==> config.mk <==
export PLATFORM = sky130hd
export DESIGN_NAME = execStage
export DESIGN_NICKNAME = d
export VERILOG_FILES = /design/src/verilog/mipsExecPkg.sv /design/src/verilog/creditQueue.sv /design/src/verilog/execStage.sv /design/src/verilog/hiLoUnit.sv /design/src/verilog/instrDecoder.sv /design/src/verilog/intAlu.sv /design/src/verilog/memAddrUnit.sv
export SDC_FILE = /design/constraint.sdc
export NUM_CORES = 2
export LEC_CHECK = 0
export ABC_AREA = 0
export BUFFER_PORTS_ARGS = -buffer_cell sky130_fd_sc_hd__buf_4
export CORE_UTILIZATION = 50
export CTS_CLUSTER_SIZE = 20
export DETAILED_ROUTE_END_ITERATION = 6
export PLACE_DENSITY = 0.71
export SLEW_MARGIN = 25
export SYNTH_ARGS = -nofsm -noshare
export SYNTH_HDL_FRONTEND = slang
export SYNTH_SLANG_ARGS = --single-unit
==> constraint.sdc <==
create_clock -name clk -period 12.01 [get_ports clk]
set_clock_uncertainty 0.15 [all_clocks]
set_input_delay 3.0025 -clock clk [delete_from_list [all_inputs] [get_ports clk]]
set_output_delay 3.0025 -clock clk [all_outputs]
set_load 0.1 [all_outputs]
==> src/verilog/mipsExecPkg.sv <==
package mipsExecPkg;

	typedef logic [31:0] dataT;

	// Primary opcodes
	localparam logic [5:0] OP_SPECIAL = 6'h00;
	localparam logic [5:0] OP_ADDIU   = 6'h09;
	localparam logic [5:0] OP_SLTI    = 6'h0A;
	localparam logic [5:0] OP_SLTIU   = 6'h0B;
	localparam logic [5:0] OP_ANDI    = 6'h0C;
	localparam logic [5:0] OP_ORI     = 6'h0D;
	localparam logic [5:0] OP_XORI    = 6'h0E;
	localparam logic [5:0] OP_LUI     = 6'h0F;
	localparam logic [5:0] OP_LB      = 6'h20;
	localparam logic [5:0] OP_LH      = 6'h21;
	localparam logic [5:0] OP_LWL     = 6'h22;
	localparam logic [5:0] OP_LW      = 6'h23;
	localparam logic [5:0] OP_LBU     = 6'h24;
	localparam logic [5:0] OP_LHU     = 6'h25;
	localparam logic [5:0] OP_LWR     = 6'h26;
	localparam logic [5:0] OP_SB      = 6'h28;
	localparam logic [5:0] OP_SH      = 6'h29;
	localparam logic [5:0] OP_SW      = 6'h2B;

	// SPECIAL function field
	localparam logic [5:0] FN_SLL   = 6'h00;
	localparam logic [5:0] FN_SRL   = 6'h02;
	localparam logic [5:0] FN_SRA   = 6'h03;
	localparam logic [5:0] FN_SLLV  = 6'h04;
	localparam logic [5:0] FN_SRLV  = 6'h06;
	localparam logic [5:0] FN_SRAV  = 6'h07;
	localparam logic [5:0] FN_MFHI  = 6'h10;
	localparam logic [5:0] FN_MTHI  = 6'h11;
	localparam logic [5:0] FN_MFLO  = 6'h12;
	localparam logic [5:0] FN_MTLO  = 6'h13;
	localparam logic [5:0] FN_MULT  = 6'h18;
	localparam logic [5:0] FN_MULTU = 6'h19;
	localparam logic [5:0] FN_DIV   = 6'h1A;
	localparam logic [5:0] FN_DIVU  = 6'h1B;
	localparam logic [5:0] FN_ADDU  = 6'h21;
	localparam logic [5:0] FN_SUBU  = 6'h23;
	localparam logic [5:0] FN_AND   = 6'h24;
	localparam logic [5:0] FN_OR    = 6'h25;
	localparam logic [5:0] FN_XOR   = 6'h26;
	localparam logic [5:0] FN_SLT   = 6'h2A;
	localparam logic [5:0] FN_SLTU  = 6'h2B;

	typedef enum logic [1:0] {CLASS_ALU, CLASS_HILO, CLASS_MEM, CLASS_ILLEGAL} opClassT;

	typedef enum logic [3:0] {
		ALU_ADD, ALU_SUB, ALU_AND, ALU_OR, ALU_XOR, ALU_LUI,
		ALU_SLT, ALU_SLTU, ALU_SLL, ALU_SRL, ALU_SRA
	} aluOpT;

	typedef enum logic [3:0] {
		HL_NONE, HL_MFHI, HL_MFLO, HL_MTHI, HL_MTLO,
		HL_MULT, HL_MULTU, HL_DIV, HL_DIVU
	} hiLoOpT;

	typedef enum logic [2:0] {
		MEM_BYTE, MEM_HALF, MEM_WORD, MEM_WORD_LEFT, MEM_WORD_RIGHT
	} memSizeT;

	typedef struct packed {
		logic [7:0] tag;
		dataT instr;
		dataT rsVal;
		dataT rtVal;
	} issueT;

	typedef struct packed {
		logic [7:0] tag;
		dataT value;
		logic [3:0] byteEnable;
		logic memAccess;
		logic writesReg;
		logic addrError;
		logic illegal;
	} resultT;

	typedef struct packed {
		opClassT opClass;
		aluOpT aluOp;
		hiLoOpT hiLoOp;
		memSizeT memSize;
		logic useImm; // Operand B is the immediate
		dataT imm;
		logic [4:0] shamt;
		logic shiftByRs; // Variable shift, amount from rs[4:0]
		logic writesReg;
	} decodedT;

endpackage
==> src/verilog/creditQueue.sv <==
`timescale 1ns/1ps

module creditQueue #(
	parameter int DEPTH = 4,
	parameter type payloadT = logic [31:0]
) (
	input logic clk,
	input logic arstN,
	input logic push,
	input payloadT pushData,
	input logic pop,
	output payloadT popData,
	output logic notEmpty,
	output logic full
);

	localparam int PTR_W = (DEPTH > 1) ? $clog2(DEPTH) : 1;
	localparam int CNT_W = $clog2(DEPTH + 1);

	payloadT mem [DEPTH];
	logic [PTR_W-1:0] wrPtr;
	logic [PTR_W-1:0] rdPtr;
	logic [CNT_W-1:0] count;
	logic doPush;
	logic doPop;

	assign notEmpty = count != '0;
	assign full = count == CNT_W'(DEPTH);
	assign doPush = push && !full; // Sender holds a credit, so never full here
	assign doPop = pop && notEmpty;
	assign popData = mem[rdPtr];

	always_ff @(posedge clk or negedge arstN) begin
		if (!arstN) begin
			wrPtr <= '0;
			rdPtr <= '0;
			count <= '0;
		end else begin
			if (doPush)
				wrPtr <= (wrPtr == PTR_W'(DEPTH - 1)) ? '0 : wrPtr + 1'b1;
			if (doPop)
				rdPtr <= (rdPtr == PTR_W'(DEPTH - 1)) ? '0 : rdPtr + 1'b1;
			count <= count + CNT_W'(doPush) - CNT_W'(doPop);
		end
	end

	always_ff @(posedge clk) begin
		if (doPush)
			mem[wrPtr] <= pushData;
	end

endmodule

==> src/verilog/execStage.sv <==
`timescale 1ns/1ps

module execStage import mipsExecPkg::*; #(
	parameter int IN_DEPTH = 4,
	parameter int RES_DEPTH = 4,
	parameter int OUT_CREDITS = 4
) (
	input logic clk,
	input logic arstN,
	input logic inValid,
	input issueT inIssue,
	output logic inCreditReturn,
	output logic outValid,
	output resultT outResult,
	input logic outCreditReturn
);

	localparam int CNT_W = $clog2(OUT_CREDITS + 1);

	issueT head;
	logic inNotEmpty;
	decodedT dec;
	dataT aluResult;
	dataT hlRead;
	logic hlBusy;
	logic hlStart;
	dataT memAddr;
	logic [3:0] memBe;
	logic memErr;
	logic issueFire;
	resultT issueResult;
	resultT resHead;
	logic resNotEmpty;
	logic resFull;
	logic outFire;
	logic [CNT_W-1:0] outCredits;

	creditQueue #(.DEPTH(IN_DEPTH), .payloadT(issueT)) u_inQueue (
		.clk(clk),
		.arstN(arstN),
		.push(inValid),
		.pushData(inIssue),
		.pop(issueFire),
		.popData(head),
		.notEmpty(inNotEmpty),
		.full()
	);

	instrDecoder u_instrDecoder (
		.instr(head.instr),
		.dec(dec)
	);

	intAlu u_intAlu (
		.dec(dec),
		.rsVal(head.rsVal),
		.rtVal(head.rtVal),
		.aluResult(aluResult)
	);

	hiLoUnit u_hiLoUnit (
		.clk(clk),
		.arstN(arstN),
		.start(hlStart),
		.dec(dec),
		.rsVal(head.rsVal),
		.rtVal(head.rtVal),
		.readVal(hlRead),
		.busy(hlBusy)
	);

	memAddrUnit u_memAddrUnit (
		.dec(dec),
		.rsVal(head.rsVal),
		.addr(memAddr),
		.byteEnable(memBe),
		.addrError(memErr)
	);

	// Hold HI/LO ops while a divide runs, and wait for result queue room
	assign issueFire = inNotEmpty && !resFull && !(dec.opClass == CLASS_HILO && hlBusy);
	assign hlStart = issueFire && (dec.opClass == CLASS_HILO);

	always_comb begin
		issueResult = '0;
		issueResult.tag = head.tag;
		issueResult.writesReg = dec.writesReg;
		case (dec.opClass)
			CLASS_ALU: issueResult.value = aluResult;
			CLASS_HILO: issueResult.value = hlRead;
			CLASS_MEM: begin
				issueResult.value = memAddr;
				issueResult.byteEnable = memBe;
				issueResult.memAccess = 1'b1;
				issueResult.addrError = memErr;
			end
			default: issueResult.illegal = 1'b1;
		endcase
	end

	creditQueue #(.DEPTH(RES_DEPTH), .payloadT(resultT)) u_resQueue (
		.clk(clk),
		.arstN(arstN),
		.push(issueFire),
		.pushData(issueResult),
		.pop(outFire),
		.popData(resHead),
		.notEmpty(resNotEmpty),
		.full(resFull)
	);

	assign outFire = resNotEmpty && (outCredits != '0);

	always_ff @(posedge clk or negedge arstN) begin
		if (!arstN) begin
			inCreditReturn <= 1'b0;
			outValid <= 1'b0;
			outCredits <= CNT_W'(OUT_CREDITS);
		end else begin
			inCreditReturn <= issueFire; // One credit per popped entry
			outValid <= outFire;
			outCredits <= outCredits - CNT_W'(outFire) + CNT_W'(outCreditReturn);
		end
	end

	always_ff @(posedge clk) begin
		if (outFire)
			outResult <= resHead;
	end

endmodule

==> src/verilog/hiLoUnit.sv <==
`timescale 1ns/1ps

module hiLoUnit import mipsExecPkg::*; (
	input logic clk,
	input logic arstN,
	input logic start,
	input decodedT dec,
	input dataT rsVal,
	input dataT rtVal,
	output dataT readVal,
	output logic busy
);

	localparam logic [5:0] LAST_STEP = 6'd32;

	dataT hi;
	dataT lo;
	logic isSigned;
	logic [63:0] mulA;
	logic [63:0] mulB;
	logic [63:0] product;
	logic divStart;
	logic [5:0] stepCnt;
	dataT divisor;
	dataT quo;
	dataT rem;
	logic negQ;
	logic negR;
	logic [32:0] trialRem;
	logic fitsDivisor;

	assign isSigned = dec.hiLoOp inside {HL_MULT, HL_DIV};

	// Sign-extend for signed multiply, low 64 bits of the product are exact
	assign mulA = {{32{isSigned & rsVal[31]}}, rsVal};
	assign mulB = {{32{isSigned & rtVal[31]}}, rtVal};
	assign product = mulA * mulB;

	assign divStart = start && (dec.hiLoOp inside {HL_DIV, HL_DIVU});
	assign trialRem = {rem, quo[31]}; // Dividend bits shift out of quo
	assign fitsDivisor = trialRem >= {1'b0, divisor};

	always_comb begin
		case (dec.hiLoOp)
			HL_MFHI: readVal = hi;
			HL_MFLO: readVal = lo;
			default: readVal = '0;
		endcase
	end

	always_ff @(posedge clk or negedge arstN) begin
		if (!arstN) begin
			hi <= '0;
			lo <= '0;
			busy <= 1'b0;
			stepCnt <= '0;
		end else if (busy) begin
			if (stepCnt == LAST_STEP) begin
				busy <= 1'b0;
				hi <= negR ? -rem : rem; // Remainder takes dividend sign
				lo <= negQ ? -quo : quo;
			end else begin
				stepCnt <= stepCnt + 6'd1;
			end
		end else if (start) begin
			case (dec.hiLoOp)
				HL_MTHI: hi <= rsVal;
				HL_MTLO: lo <= rsVal;
				HL_MULT, HL_MULTU: begin
					hi <= product[63:32];
					lo <= product[31:0];
				end
				HL_DIV, HL_DIVU: begin
					busy <= 1'b1;
					stepCnt <= '0;
				end
				default: ;
			endcase
		end
	end

	// Restoring divider on magnitudes
	always_ff @(posedge clk) begin
		if (divStart) begin
			divisor <= (isSigned && rtVal[31]) ? -rtVal : rtVal;
			quo <= (isSigned && rsVal[31]) ? -rsVal : rsVal;
			rem <= '0;
			// No quotient negation on divide by zero, LO stays all ones
			negQ <= isSigned && (rsVal[31] ^ rtVal[31]) && (rtVal != '0);
			negR <= isSigned && rsVal[31];
		end else if (busy && stepCnt != LAST_STEP) begin
			quo <= {quo[30:0], fitsDivisor};
			rem <= fitsDivisor ? (trialRem[31:0] - divisor) : trialRem[31:0];
		end
	end

endmodule

==> src/verilog/instrDecoder.sv <==
`timescale 1ns/1ps

module instrDecoder import mipsExecPkg::*; (
	input dataT instr,
	output decodedT dec
);

	logic [5:0] opcode;
	logic [5:0] funct;
	dataT immSE;
	dataT immZE;

	assign opcode = instr[31:26];
	assign funct = instr[5:0];
	assign immSE = {{16{instr[15]}}, instr[15:0]};
	assign immZE = {16'h0000, instr[15:0]};

	always_comb begin
		dec = '0;
		dec.opClass = CLASS_ILLEGAL;
		dec.aluOp = ALU_ADD;
		dec.hiLoOp = HL_NONE;
		dec.memSize = MEM_WORD;
		dec.imm = immSE;
		dec.shamt = instr[10:6];
		if (opcode == OP_SPECIAL) begin
			case (funct)
				FN_ADDU, FN_SUBU, FN_AND, FN_OR, FN_XOR, FN_SLT, FN_SLTU,
				FN_SLL, FN_SRL, FN_SRA, FN_SLLV, FN_SRLV, FN_SRAV:
					dec.opClass = CLASS_ALU;
				FN_MFHI, FN_MFLO, FN_MTHI, FN_MTLO, FN_MULT, FN_MULTU, FN_DIV, FN_DIVU:
					dec.opClass = CLASS_HILO;
				default: dec.opClass = CLASS_ILLEGAL;
			endcase
			case (funct)
				FN_SUBU: dec.aluOp = ALU_SUB;
				FN_AND: dec.aluOp = ALU_AND;
				FN_OR: dec.aluOp = ALU_OR;
				FN_XOR: dec.aluOp = ALU_XOR;
				FN_SLT: dec.aluOp = ALU_SLT;
				FN_SLTU: dec.aluOp = ALU_SLTU;
				FN_SLL, FN_SLLV: dec.aluOp = ALU_SLL;
				FN_SRL, FN_SRLV: dec.aluOp = ALU_SRL;
				FN_SRA, FN_SRAV: dec.aluOp = ALU_SRA;
				default: dec.aluOp = ALU_ADD;
			endcase
			case (funct)
				FN_MFHI: dec.hiLoOp = HL_MFHI;
				FN_MFLO: dec.hiLoOp = HL_MFLO;
				FN_MTHI: dec.hiLoOp = HL_MTHI;
				FN_MTLO: dec.hiLoOp = HL_MTLO;
				FN_MULT: dec.hiLoOp = HL_MULT;
				FN_MULTU: dec.hiLoOp = HL_MULTU;
				FN_DIV: dec.hiLoOp = HL_DIV;
				FN_DIVU: dec.hiLoOp = HL_DIVU;
				default: dec.hiLoOp = HL_NONE;
			endcase
			dec.shiftByRs = funct inside {FN_SLLV, FN_SRLV, FN_SRAV};
			dec.writesReg = (dec.opClass == CLASS_ALU) || (funct inside {FN_MFHI, FN_MFLO});
		end else begin
			case (opcode)
				OP_ADDIU, OP_SLTI, OP_SLTIU, OP_ANDI, OP_ORI, OP_XORI, OP_LUI:
					dec.opClass = CLASS_ALU;
				OP_LB, OP_LH, OP_LWL, OP_LW, OP_LBU, OP_LHU, OP_LWR, OP_SB, OP_SH, OP_SW:
					dec.opClass = CLASS_MEM;
				default: dec.opClass = CLASS_ILLEGAL;
			endcase
			case (opcode)
				OP_SLTI: dec.aluOp = ALU_SLT;
				OP_SLTIU: dec.aluOp = ALU_SLTU; // Sign-extended imm, unsigned compare
				OP_ANDI: dec.aluOp = ALU_AND;
				OP_ORI: dec.aluOp = ALU_OR;
				OP_XORI: dec.aluOp = ALU_XOR;
				OP_LUI: dec.aluOp = ALU_LUI;
				default: dec.aluOp = ALU_ADD;
			endcase
			case (opcode)
				OP_LB, OP_LBU, OP_SB: dec.memSize = MEM_BYTE;
				OP_LH, OP_LHU, OP_SH: dec.memSize = MEM_HALF;
				OP_LWL: dec.memSize = MEM_WORD_LEFT;
				OP_LWR: dec.memSize = MEM_WORD_RIGHT;
				default: dec.memSize = MEM_WORD;
			endcase
			if (opcode inside {OP_ANDI, OP_ORI, OP_XORI, OP_LUI})
				dec.imm = immZE; // Logic ops zero-extend
			dec.useImm = 1'b1;
			// Stores have opcode bit 3 set
			dec.writesReg = (dec.opClass == CLASS_ALU) || (dec.opClass == CLASS_MEM && !opcode[3]);
		end
	end

endmodule

==> src/verilog/intAlu.sv <==
`timescale 1ns/1ps

module intAlu import mipsExecPkg::*; (
	input decodedT dec,
	input dataT rsVal,
	input dataT rtVal,
	output dataT aluResult
);

	dataT opB;
	logic [4:0] shAmt;

	assign opB = dec.useImm ? dec.imm : rtVal;
	assign shAmt = dec.shiftByRs ? rsVal[4:0] : dec.shamt; // Only low five bits of rs

	always_comb begin
		case (dec.aluOp)
			ALU_ADD: aluResult = rsVal + opB;
			ALU_SUB: aluResult = rsVal - opB;
			ALU_AND: aluResult = rsVal & opB;
			ALU_OR: aluResult = rsVal | opB;
			ALU_XOR: aluResult = rsVal ^ opB;
			ALU_LUI: aluResult = {opB[15:0], 16'h0000};
			ALU_SLT: aluResult = {31'b0, $signed(rsVal) < $signed(opB)};
			ALU_SLTU: aluResult = {31'b0, rsVal < opB};
			// Shifts always act on rt
			ALU_SLL: aluResult = rtVal << shAmt;
			ALU_SRL: aluResult = rtVal >> shAmt;
			ALU_SRA: aluResult = $signed(rtVal) >>> shAmt;
			default: aluResult = '0;
		endcase
	end

endmodule

==> src/verilog/memAddrUnit.sv <==
`timescale 1ns/1ps

module memAddrUnit import mipsExecPkg::*; (
	input decodedT dec,
	input dataT rsVal,
	output dataT addr,
	output logic [3:0] byteEnable,
	output logic addrError
);

	dataT effAddr;
	logic [1:0] offset;

	assign effAddr = rsVal + dec.imm;
	assign offset = effAddr[1:0];
	assign addr = {effAddr[31:2], 2'b00}; // Word aligned

	always_comb begin
		addrError = 1'b0;
		case (dec.memSize)
			MEM_BYTE: byteEnable = 4'b0001 << offset;
			MEM_HALF: begin
				case (offset)
					2'd0: byteEnable = 4'b0011;
					2'd1: byteEnable = 4'b0110;
					2'd2: byteEnable = 4'b1100;
					default: begin
						byteEnable = 4'b0000; // Crosses the word
						addrError = 1'b1;
					end
				endcase
			end
			MEM_WORD_LEFT: begin
				case (offset)
					2'd0: byteEnable = 4'b1111;
					2'd1: byteEnable = 4'b1110;
					2'd2: byteEnable = 4'b1100;
					default: byteEnable = 4'b1000;
				endcase
			end
			MEM_WORD_RIGHT: begin
				case (offset)
					2'd0: byteEnable = 4'b0001;
					2'd1: byteEnable = 4'b0011;
					2'd2: byteEnable = 4'b0111;
					default: byteEnable = 4'b1111;
				endcase
			end
			default: byteEnable = 4'b1111;
		endcase
	end

endmodule

==> out/results.tsv <==
stage	metric	value	unit
placement	pre-CTS WS	319	ps
cts	# Post-CTS Setup Buffers	0	
sta	Setup TNS	0	ps
logic_synthesis	Mapped Cells	8488	
cts	H-tree depth	3	
placement	port bufs	147	
logic_synthesis	net count after synthesis	10133	
setup_path	most used cell, CP	fa_1	
logic_synthesis	Mapped Area	84400	µm²
sta	Max Slew Vio Count	0	
setup_path	Crit path required time	12490	ps
setup_path	CP max stage cell	clkinv_1	
setup_path	worst-path maximum fanout	119	
sta	Final Worst Setup Slack	511	ps
detailed_routing	Detail Route Antenna Nets	0	
setup_path	crit-path max cell delay	750	ps
cts	CTS tree	built	
cells_and_area	nets	10123	
detailed_routing	Iter 0 DRT Violations	8091	
floorplan	die area	170000	µm²
cts	Clock Latency Late Sink	740	ps
sta	Max-slew headroom	0.247	
cells_and_area	# fillers	14553	
sta	period utilization	0.957	
floorplan	num ports	158	
global_routing	largest net degree at the start of global routing	127	
setup_path	startpoint types	flop	
detailed_routing	vias	67299	
outcome	failing checks	DRC	
sta	Fin. Hold Viols	0	
logic_synthesis	Yosys Warn Count	0	
sta	setup violators final	0	
cells_and_area	Finished Cell Area	91500	µm²
floorplan	CORE AREA	167000	µm²
global_routing	vias in the first global route	68322	
sta	Tmin final	11500	ps
detailed_routing	1st-pass router iterations	7	
logic_synthesis	sequential-to-total area share from yosys stat	0.277	
cts	Sinks on Clock Net	804	
detailed_routing	Post-Route WL	317000	µm
logic_synthesis	synthesized area per cell	9.94	µm²
cts	root buffer cell	clkbuf_16	
cts	clk buf depth	3	
global_routing	Tot GR Track Use	0.375	
placement	routability congestion estimate	1.05	
cts	clock-pin slew on the worst setup and hold paths	60	ps
sta	Tightest Pin Transition	1130	ps
floorplan	initial core utilization	0.504	
floorplan	Die X	413	µm
global_routing	first-pass GRT wire length	461000	µm
flow_run	maxcap violations	0	
detailed_routing	post-DR wirelength/cell	29.4	µm
global_routing	initial antenna violation count	24	
placement	Cell Area, Placed	88500	µm²
setup_path	crit path DAT	11980	ps
cts	hold_buf cts	0	
logic_synthesis	async set-or-reset flop fraction in the synthesized netlist	0.112	
outcome	status	complete, but fails checks	
logic_synthesis	number of synthesized flops with an enable pin	682	
global_routing	grt ovf	0	
setup_path	Setup CP Type	flop to flop	
placement	hpwl dp	241000	µm
cells_and_area	layout cells sized above 1	0.0960	
setup_path	CP endpoint kind	flop	
logic_synthesis	Distinct cells, synth	109	
logic_synthesis	#FFs+latches synth	804	
cells_and_area	area delta synth->final	8.41	%
detailed_routing	vias per cell	6.25	
min_path	Hold Path Class	flop to flop	
logic_synthesis	top_reg_cell synth	edfxtp_1	
floorplan	Rows	150	
cts	cts bufs inserted	83	
detailed_routing	Residual DRC	4	
floorplan	die height	413	µm
sta	Max Fclk	87.0	MHz
sta	unrepaired setup endpoints after global routing	false	
[critical path, delay by kind of cell (launching register included)]
kind	cells	cell delay (ps)
flops	1	710
mux	1	430
compound gates	9	2610
simple gates	4	1200
fa+ha+maj	9	4420
buf+inv	7	1490
[state kept, by name, indices dropped and copies added, names as in the netlist, 32 cells and up]
register and cells:
u_inQueue.mem 376, u_resQueue.mem 192, outResult 48, u_hiLoUnit.divisor 32, u_hiLoUnit.hi 32, u_hiLoUnit.lo 32
u_hiLoUnit.quo 32, u_hiLoUnit.rem 32
[through the flow]
step / cells / utilization / hold slack, ps
2_1_floorplan: 8488 / - / 288
3_3_place_gp: 10596 / 0.528 / 309
3_5_place_dp: 10596 / 0.528 / 316
4_1_cts: 10752 / 0.546 / 329
5_1_grt: 10757 / 0.546 / 336
6_report: 10770 / 0.547 / 329
[placed cells by master (no fill, tap or decap), types with 37 or more instances in the layout]
master and n:
o21ai_0 341, nor3_1 74, o31ai_1 49, fa_1 1131
xor2_1 89, o211ai_1 45, buf_4 389, xnor2_1 184
o21a_1 52, a21oi_1 316, clkbuf_16 83, a211oi_1 80
edfxtp_1 682, ha_1 405, mux2i_1 156, and2_1 37
mux2_2 75, nand2_1 1175, nand3_1 89, dfrtp_1 84
inv_1 1310, clkinv_1 41, a31oi_1 50, nor2_1 605
mux4_2 99, a21o_1 99, o21bai_1 37
[synth_stat cells, types with 54 or more instances]
cell type  count  area share
inv_1       1314       0.058
nand2_1     1176       0.052
fa_1        1132        0.27
edfxtp_1     682        0.24
nor2_1       609       0.027
ha_1         405       0.060
o21ai_0      364       0.022
clkbuf_1     344       0.015
a21oi_1      316       0.019
xnor2_1      184       0.019
mux2i_1      159       0.019
a21o_1       100      0.0089
mux4_2       100       0.027
dfrtp_1       89       0.026
nand3_1       89      0.0053
xor2_1        89      0.0092
a211oi_1      81      0.0072
mux2_2        75       0.010
nor3_1        75      0.0044
buf_1         70      0.0031
o21a_1        54      0.0048
[metal layers]
layer	global-route usage	wire, µm	vias to the layer above
met5	0	161	-
met4	0.228	23300	20
met3	0.104	36500	983
met2	0.555	136000	4021
met1	0.491	121000	34194
li1	-	-	28081
[layout make-up]
type                       instances  area (µm²)  area share
antenna                           17        42.5    0.000465
sequential                       804       23400       0.256
clock buffer                     100        2190      0.0239
inverter                        1342        5040      0.0551
timing repair buffer             394        3030      0.0331
multi-input combinational       5853       54300       0.593
clock inverter                    56         753     0.00823
tap                             2204        2760      0.0301
[kinds of logic after synthesis]
group,after synthesis,synth area share
simple gates,2243,0.113
buf+inv,1831,0.0839
fa+ha+maj,1537,0.329
compound gates,1461,0.113
flops,804,0.277
mux,339,0.0566
xor+xnor,273,0.0283
[path summary, 6_finish.rpt]
| kind | slack [ps] | from | cells after the start | to |
|---|---|---|---|---|
| min | 330 | u_hiLoUnit.hi[8] | 2 | u_hiLoUnit.hi[8] |
| max reg2reg | 510 | u_inQueue.rdPtr[1] | 30 | u_hiLoUnit.hi[31] |
| max | 510 | u_inQueue.rdPtr[1] | 30 | u_hiLoUnit.hi[31] |
| min in group asynchronous | 2100 | arstN | 1 | u_inQueue.rdPtr[0] |
| max in group asynchronous | 8230 | arstN | 2 | u_hiLoUnit.hi[0] |
| min reg2reg | 330 | u_hiLoUnit.hi[8] | 2 | u_hiLoUnit.hi[8] |
[timing repair]
action | in CTS | in global routing
resized for setup | 0 | 3
hold endpoints to repair | 0 | 0
setup endpoints to repair | 0 | 3
Power is left out: the tool's default activity adds up to more than one toggle a clock period on the data nets, which glitch-free logic cannot reach.
